**config.mk**
```make
export PLATFORM = sky130hd
export DESIGN_NAME = vc_tile_array
export DESIGN_NICKNAME = d
export VERILOG_FILES = /design/src/vc_pkg.sv /design/src/vc_reset_chain.sv /design/src/vc_ruche_buffer.sv /design/src/vc_tile.sv /design/src/vc_tile_array.sv
export VERILOG_INCLUDE_DIRS = /design/src
export SDC_FILE = /design/constraint.sdc
export NUM_CORES = 2
export LEC_CHECK = 0
export BUFFER_PORTS_ARGS = -buffer_cell sky130_fd_sc_hd__clkbuf_2
export CAP_MARGIN = 10
export CORE_UTILIZATION = 55
export DETAILED_ROUTE_END_ITERATION = 10
export MAX_ROUTING_LAYER = met4
export PLACE_DENSITY = 0.72
export SLEW_MARGIN = 20
export SYNTH_ARGS = -nofsm -noshare
export SYNTH_HDL_FRONTEND = slang
export SYNTH_SLANG_ARGS = --single-unit
```
**constraint.sdc**
```tcl
create_clock -name clk_i -period 12.8 [get_ports clk_i]
set_clock_uncertainty 0.15 [all_clocks]
set_input_delay 1.28 -clock clk_i [delete_from_list [all_inputs] [get_ports clk_i]]
set_output_delay 1.28 -clock clk_i [all_outputs]
set_load 0.05 [all_outputs]
```
**src/vc_consts.svh**
```systemverilog
// vcache strip constants
`ifndef VC_CONSTS_SVH
`define VC_CONSTS_SVH

// tiles in the row
`define VC_NUM_TILES 4

// wormhole channels per direction
`define VC_RUCHE_FACTOR 2

// words per bank, must equal 2**VC_ADDR_W
`define VC_BANK_WORDS 16

// word and flit width
`define VC_DATA_W 32

// destination x coordinate
`define VC_CORD_W 3

// data flits per packet
`define VC_LEN_W 4

// bank word address
`define VC_ADDR_W 4

// register stages in each tile reset path
`define VC_RESET_DEPTH 3

`endif

```
**src/vc_pkg.sv**
```systemverilog
// vcache strip types
`include "vc_consts.svh"

package vc_pkg;

  typedef logic [`VC_DATA_W-1:0] data_t;
  typedef logic [`VC_ADDR_W-1:0] bank_addr_t;
  typedef logic [`VC_CORD_W-1:0] cord_t;
  typedef logic [`VC_LEN_W-1:0]  len_t;

  // one wormhole link direction, ready travels separately
  typedef struct packed {
    logic  valid;
    data_t data;
  } wh_link_t;

  // header flit overlay, dest in the low bits
  typedef struct packed {
    logic [`VC_DATA_W-`VC_CORD_W-`VC_LEN_W-`VC_ADDR_W-1:0] pad;
    bank_addr_t                                           addr;
    len_t                                                 len;
    cord_t                                                dest;
  } wh_header_t;

  typedef struct packed {
    logic       valid;
    logic       we;
    bank_addr_t addr;
    data_t      data;
  } ver_req_t;

  typedef struct packed {
    logic  valid;
    data_t data;
  } ver_rsp_t;

  typedef enum logic [1:0] {
    chan_idle,
    chan_consume,
    chan_forward
  } chan_state_t;

endpackage

```
**src/vc_reset_chain.sv**
```systemverilog
// per-tile reset delay chain
`timescale 1ns/100ps
`include "vc_consts.svh"

module vc_reset_chain (
  input  logic                     clk_i,
  input  logic                     rst_n_i,
  output logic [`VC_NUM_TILES-1:0] tile_rst_n_o
);

  // separate copy per tile to spread the fanout
  for (genvar i = 0; i < `VC_NUM_TILES; i++) begin : g_tile
    logic [`VC_RESET_DEPTH-1:0] rst_sr_q;

    always_ff @(posedge clk_i) begin
      if (!rst_n_i) begin
        rst_sr_q <= '0;
      end else begin
        rst_sr_q <= {rst_sr_q[`VC_RESET_DEPTH-2:0], 1'b1};
      end
    end

    assign tile_rst_n_o[i] = rst_sr_q[`VC_RESET_DEPTH-1];
  end

endmodule

```
**src/vc_ruche_buffer.sv**
```systemverilog
// registered wormhole link stage
`timescale 1ns/100ps

module vc_ruche_buffer
  import vc_pkg::*;
(
  input  logic     clk_i,
  input  logic     rst_n_i,
  input  wh_link_t link_i,
  output logic     ready_o,
  output wh_link_t link_o,
  input  logic     ready_i
);

  logic  full_q;
  data_t data_q;

  // take a flit when empty or when the held one drains
  assign ready_o = !full_q || ready_i;

  always_ff @(posedge clk_i) begin
    if (!rst_n_i) begin
      full_q <= 1'b0;
    end else if (ready_o) begin
      full_q <= link_i.valid;
    end
  end

  always_ff @(posedge clk_i) begin
    if (ready_o && link_i.valid) begin
      data_q <= link_i.data;
    end
  end

  assign link_o.valid = full_q;
  assign link_o.data  = data_q;

endmodule

```
**src/vc_tile.sv**
```systemverilog
// vcache memory tile
`timescale 1ns/100ps
`include "vc_consts.svh"

module vc_tile
  import vc_pkg::*;
#(
  parameter cord_t X_CORD = '0
) (
  input  logic                            clk_i,
  input  logic                            rst_n_i,
  input  wh_link_t [`VC_RUCHE_FACTOR-1:0] wh_i,
  output logic     [`VC_RUCHE_FACTOR-1:0] wh_ready_o,
  output wh_link_t [`VC_RUCHE_FACTOR-1:0] wh_o,
  input  logic     [`VC_RUCHE_FACTOR-1:0] wh_ready_i,
  input  ver_req_t                        ver_req_i,
  output ver_rsp_t                        ver_rsp_o
);

  data_t bank_q [`VC_BANK_WORDS];

  logic  ver_store;
  logic  ver_load;
  logic  rsp_v_q;
  data_t rsp_data_q;

  logic [`VC_RUCHE_FACTOR-1:0] cons_req;
  logic [`VC_RUCHE_FACTOR-1:0] cons_free;
  logic [`VC_RUCHE_FACTOR-1:0] cons_gnt;
  bank_addr_t                  chan_addr [`VC_RUCHE_FACTOR];

  logic       wr_en;
  bank_addr_t wr_addr;
  data_t      wr_data;

  // stores are dropped while the tile is held in reset
  assign ver_store = rst_n_i && ver_req_i.valid && ver_req_i.we;
  assign ver_load  = ver_req_i.valid && !ver_req_i.we;

  // per-channel wormhole FSM
  for (genvar l = 0; l < `VC_RUCHE_FACTOR; l++) begin : g_chan
    chan_state_t state_q;
    len_t        cnt_q;
    bank_addr_t  addr_q;
    wh_header_t  hdr;
    logic        hdr_mine;
    logic        fwd;
    logic        xfer;

    assign hdr      = wh_header_t'(wh_i[l].data);
    assign hdr_mine = (hdr.dest == X_CORD);

    // header not for us goes straight through with the packet behind it
    assign fwd = (state_q == chan_forward) || ((state_q == chan_idle) && !hdr_mine);

    assign cons_req[l]  = (state_q == chan_consume) && wh_i[l].valid;
    assign chan_addr[l] = addr_q;

    // own header is always taken, it never needs the bank
    assign wh_ready_o[l] = (state_q == chan_consume) ? cons_free[l] :
                           (state_q == chan_forward) ? wh_ready_i[l] :
                           (hdr_mine || wh_ready_i[l]);

    assign wh_o[l].valid = fwd && wh_i[l].valid;
    assign wh_o[l].data  = wh_i[l].data;

    assign xfer = wh_i[l].valid && wh_ready_o[l];

    always_ff @(posedge clk_i) begin
      if (!rst_n_i) begin
        state_q <= chan_idle;
      end else if (xfer) begin
        case (state_q)
          chan_idle: begin
            if (hdr.len != '0) begin
              state_q <= hdr_mine ? chan_consume : chan_forward;
            end
          end
          default: begin
            if (cnt_q == len_t'(1)) begin
              state_q <= chan_idle;
            end
          end
        endcase
      end
    end

    // data flits left and next bank word
    always_ff @(posedge clk_i) begin
      if (xfer) begin
        if (state_q == chan_idle) begin
          cnt_q  <= hdr.len;
          addr_q <= hdr.addr;
        end else begin
          cnt_q  <= cnt_q - len_t'(1);
          addr_q <= addr_q + bank_addr_t'(1);
        end
      end
    end
  end

  // vertical store first, then lowest consuming channel
  always_comb begin
    logic taken;
    taken = ver_store;
    for (int l = 0; l < `VC_RUCHE_FACTOR; l++) begin
      cons_free[l] = !taken;
      cons_gnt[l]  = cons_req[l] && !taken;
      taken        = taken || cons_req[l];
    end
  end

  always_comb begin
    wr_en   = ver_store;
    wr_addr = ver_req_i.addr;
    wr_data = ver_req_i.data;
    for (int l = 0; l < `VC_RUCHE_FACTOR; l++) begin
      if (cons_gnt[l]) begin
        wr_en   = 1'b1;
        wr_addr = chan_addr[l];
        wr_data = wh_i[l].data;
      end
    end
  end

  always_ff @(posedge clk_i) begin
    if (wr_en) begin
      bank_q[wr_addr] <= wr_data;
    end
  end

  // load sees the bank before a same-cycle write
  always_ff @(posedge clk_i) begin
    if (ver_load) begin
      rsp_data_q <= bank_q[ver_req_i.addr];
    end
  end

  always_ff @(posedge clk_i) begin
    if (!rst_n_i) begin
      rsp_v_q <= 1'b0;
    end else begin
      rsp_v_q <= ver_load;
    end
  end

  assign ver_rsp_o.valid = rsp_v_q;
  assign ver_rsp_o.data  = rsp_data_q;

endmodule

```
**src/vc_tile_array.sv**
```systemverilog
// vcache tile row
`timescale 1ns/100ps
`include "vc_consts.svh"

module vc_tile_array
  import vc_pkg::*;
(
  input  logic                            clk_i,
  input  logic                            rst_n_i,
  input  wh_link_t [`VC_RUCHE_FACTOR-1:0] wh_west_i,
  output logic     [`VC_RUCHE_FACTOR-1:0] wh_west_ready_o,
  output wh_link_t [`VC_RUCHE_FACTOR-1:0] wh_east_o,
  input  logic     [`VC_RUCHE_FACTOR-1:0] wh_east_ready_i,
  input  ver_req_t [`VC_NUM_TILES-1:0]    ver_req_i,
  output ver_rsp_t [`VC_NUM_TILES-1:0]    ver_rsp_o
);

  logic [`VC_NUM_TILES-1:0] tile_rst_n;

  // stage c feeds tile c, the extra last stage is the east edge
  wh_link_t [`VC_RUCHE_FACTOR-1:0] stage_link  [`VC_NUM_TILES+1];
  logic     [`VC_RUCHE_FACTOR-1:0] stage_ready [`VC_NUM_TILES+1];

  // tile outputs into the buffers
  wh_link_t [`VC_RUCHE_FACTOR-1:0] tile_link  [`VC_NUM_TILES];
  logic     [`VC_RUCHE_FACTOR-1:0] tile_ready [`VC_NUM_TILES];

  vc_reset_chain u_reset_chain (
    .clk_i        (clk_i),
    .rst_n_i      (rst_n_i),
    .tile_rst_n_o (tile_rst_n)
  );

  assign stage_link[0]                = wh_west_i;
  assign wh_west_ready_o              = stage_ready[0];
  assign wh_east_o                    = stage_link[`VC_NUM_TILES];
  assign stage_ready[`VC_NUM_TILES]   = wh_east_ready_i;

  for (genvar c = 0; c < `VC_NUM_TILES; c++) begin : g_tile
    vc_tile #(
      .X_CORD (cord_t'(c))
    ) u_tile (
      .clk_i      (clk_i),
      .rst_n_i    (tile_rst_n[c]),
      .wh_i       (stage_link[c]),
      .wh_ready_o (stage_ready[c]),
      .wh_o       (tile_link[c]),
      .wh_ready_i (tile_ready[c]),
      .ver_req_i  (ver_req_i[c]),
      .ver_rsp_o  (ver_rsp_o[c])
    );

    // channel index rotates by one per hop
    for (genvar l = 0; l < `VC_RUCHE_FACTOR; l++) begin : g_chan
      vc_ruche_buffer u_buf (
        .clk_i   (clk_i),
        .rst_n_i (tile_rst_n[c]),
        .link_i  (tile_link[c][l]),
        .ready_o (tile_ready[c][l]),
        .link_o  (stage_link[c+1][(l+1)%`VC_RUCHE_FACTOR]),
        .ready_i (stage_ready[c+1][(l+1)%`VC_RUCHE_FACTOR])
      );
    end
  end

endmodule

```
==> metrics.md <==
| Metric | Value |
|---|---|
| Hold depth | 1 |
| Drt first-iter violations | 5527 |
| Drt pass-1 iters | 6 |
| Arrival time at the worst endpoint | 3900 ps |
| Total grt overflow | 0 |
| # hold bufs at CTS | 0 |
| Antenna Nets Post-Route | 0 |
| Post-Syn Area | 96900 um^2 |
| Top cells by area in the synthesized netlist | edfxtp_1, mux4_2, mux2i_1 |
| CTS H-Tree Depth | 4 |
| Slew headroom | 22.4% |
| Final worst-path cycle share | 41.6% |
| GR Util met1 | 35.7% |
| Type of origin of the critical path | flip-flop |
| Num CTS Buffers | 238 |
| Maxcap violations | 0 |
| Share of the synthesized area in the top cell type | 77.3% |
| Fin crit period | 5330 ps |
| Worst r2r dst | g_tile[3].u_tile.bank_q[9][31]$_DFFE_PP_ |
| Post-CTS setup repair buffer count | 0 |
| Die span in y | between 400 and 500 um |
| Post-synth top cells | edfxtp_1, mux4_2, nor2_1 |
| Fmax | about 190 MHz |
| Met2 usage | 47.1% |
| Cells after Synth | 4394 |
| Hold endpoint | u_reset_chain.g_tile[2].rst_sr_q[2]$_SDFF_PN0_ |
| Overall routed net length | 244000 um |
| VDD IR max | 214 uV |
| Synth async-reset ratio | 0% |
| Reg2Reg Depth | 7 |
| Final setup TNS | 0 ps |
| Cell Rows | ~150 |
| R2R Setup Slk | 8590 ps |
| Slew @ Worst Pin | 1160 ps |
| Synthesized area per cell | 22.1 um^2 |
| Routed len/inst | between 30 and 40 um |
| Clk Latency, worst-skew pair | 870 ps |
| Antenna violations before repair | 19 |
| Worst Hold Launch | u_reset_chain.g_tile[3].rst_sr_q[1]$_SDFF_PN0_ |
| Kind of critical path | flip-flop to primary output |
| Yosys Warn Count | 0 |
| DIE WIDTH | 422 um |
| Pin count of the biggest net entering global routing | 72 |
| Maximum clock path buffer count | 3 |
| Hold WS | 286 ps |
| Top-count cell post-synth | edfxtp_1 |
| Final Slew Violations | 0 |
| I/O pin count | 422 |
| Reg2Reg Launch Point | u_reset_chain.g_tile[2].rst_sr_q[2]$_SDFF_PN0_ |
| Most used DFF post-synth | edfxtp_1 |
| DRC Markers | 0 |
| CP Capture Type | primary output |
| Setup-failing EPs final | 0 |
| Filler cell count | 11500 |
| Worst-path clk slew | 60 ps |
| Sequential fraction of the synthesis area | 78.0% |
| Worst path required time | 11370 ps |
| Lkg Pwr | ~35 nW |
| Total track usage | 28.5% |
| Total die area | 178000 um^2 |
| CORE AREA | between 150000 and 200000 um^2 |
| Number of synthesized flops with an enable pin | 2496 |
| M3 GR Usage | under 10% |
| Root buf cell | clkbuf_16 |
| Placer Congestion | 0.891 |
| Post-Syn Nets | 4640 |
| Routed via count | 47600 |
| Initial core utilization | a little under three fifths |
| Layout cell share with drive strength beyond 1 | between 30 and 40% |
| First-pass GRT wire length | 346000 um |
| GRT busiest layer | met2 |
| Area Overhead vs Synth | 14.6% |
| Fin util | a little under two thirds |
| Vias per Instance | 6.31 |
| Synthesized flop and latch total | 2527 |
| Fin. Hold Viols | 0 |
| CTS tree | built |
| Post-DP HPWL | 147000 um |
| Final net count | 5252 |
| Cts repair resizes | 0 |
| Vias in the first global route | about 48000 |
| Largest fanout on the critical path | 6 |
| Sink Count | roughly 2500 |
| Outcome | finished clean |
| Synth area leader | edfxtp_1 |
| RSZ-0062 raised after global routing | false |
| Port bufs | 421 |
| Library cells used by synthesis | 72 |
| Hold WC Path Type | flip-flop to flip-flop |
| PwrDens | roughly 150 nW/um^2 |
## cell type report
type,count,area [um^2],share of cell area [%]
diodes,11,27.5,0.0248
multi-input cells,1625,21200,19.1
well taps,2325,2910,2.62
repair buffers,586,3400,3.06
clock buffers,289,6320,5.69
clock inverters,158,1590,1.43
flip-flops and latches,2527,75600,68.0
inverters,28,105,0.0946
## worst max-delay path, cell delays in order (launching register included)
cell and delay (ps):
edfxtp_1 430, or3b_2 530, maj3_1 410, a41oi_1 470, nor2_1 150, nor2_1 630, clkbuf_2 400
## flip-flops by register name (all words and copies together), names as in the netlist
signal / flops
g_tile.u_tile.g_chan.addr_q: 32
u_reset_chain.g_tile.rst_sr_q: 3
g_tile.u_tile.rsp_v_q: 4
g_tile.u_tile.rsp_data_q: 128
g_tile.u_tile.g_chan.state_q: 16
g_tile.g_chan.u_buf.data_q: 256
g_tile.u_tile.bank_q: 2048
g_tile.u_tile.g_chan.cnt_q: 32
g_tile.g_chan.u_buf.full_q: 8
## per-stage QoR
stage                     cell area (um^2)  setup WS, ps  power (mW)  std cells
after global routing                111000          7340        17.5       7548
final                               111000          7470        17.1       7549
after global placement              103000          7590        10.1       7090
after CTS                           111000          7360        17.2       7538
after detailed placement            103000          7580        10.2       7091
after floorplan                      96900          7720        9.85       4394
## placed cells by master (no fill, tap or decap), types with 12 or more instances in the layout
cell type  count
edfxtp_1    2496
mux4_2       640
clkbuf_2     413
clkbuf_16    242
nor2_1       216
buf_4        168
a21oi_1      144
mux2i_1      134
nand2_1       73
nor2_4        69
a21oi_2       61
clkinv_2      55
clkinv_1      49
clkbuf_1      38
dfxtp_1       30
bufinv_16     28
inv_1         27
xnor2_1       24
ha_1          24
nand3_1       19
o21ai_0       19
nor3_1        14
clkbuf_8      13
o22ai_1       12
## layer usage
metal	vias to the layer above	part of all wire, %
met3	416	7.7
met2	2368	52
met5	-	0
met1	25300	36
li1	19600	-
met4	0	4.0
## cell families after synthesis
family          Yosys count  synth area share (%)
mux                     780                  16.3
fa+ha+maj                27                 0.342
buf+inv                 242                  1.06
flops                  2527                  78.0
simple gates            500                  2.38
compound gates          286                  1.65
xor+xnor                 32                 0.289
## power by group
| group | internal, mW | switching [mW] |
|---|---|---|
| clock network | 4.07 | 3.04 |
| logic | 0.293 | 0.493 |
| registers | 9.16 | 0.0435 |
| total | 13.5 | 3.57 |
## worst max-delay path by stage
stage / startpoint / to / slack (ps) / cells after the start
floorplan: wh_east_ready_i[0] / g_tile[3].g_chan[1].u_buf.data_q[0]$_DFFE_PP_ / 7720 / 2
global placement: ver_req_i[150] / wh_west_ready_o[1] / 7590 / 8
detailed placement: ver_req_i[150] / wh_west_ready_o[1] / 7580 / 8
CTS: g_tile[1].g_chan[0].u_buf.data_q[2]$_DFFE_PP_ / wh_west_ready_o[1] / 7360 / 6
global route: g_tile[1].g_chan[0].u_buf.data_q[2]$_DFFE_PP_ / wh_west_ready_o[1] / 7340 / 6
finish: g_tile[1].g_chan[0].u_buf.data_q[2]$_DFFE_PP_ / wh_west_ready_o[1] / 7470 / 6
No activity file was read; power rests on OpenSTA's default activity.
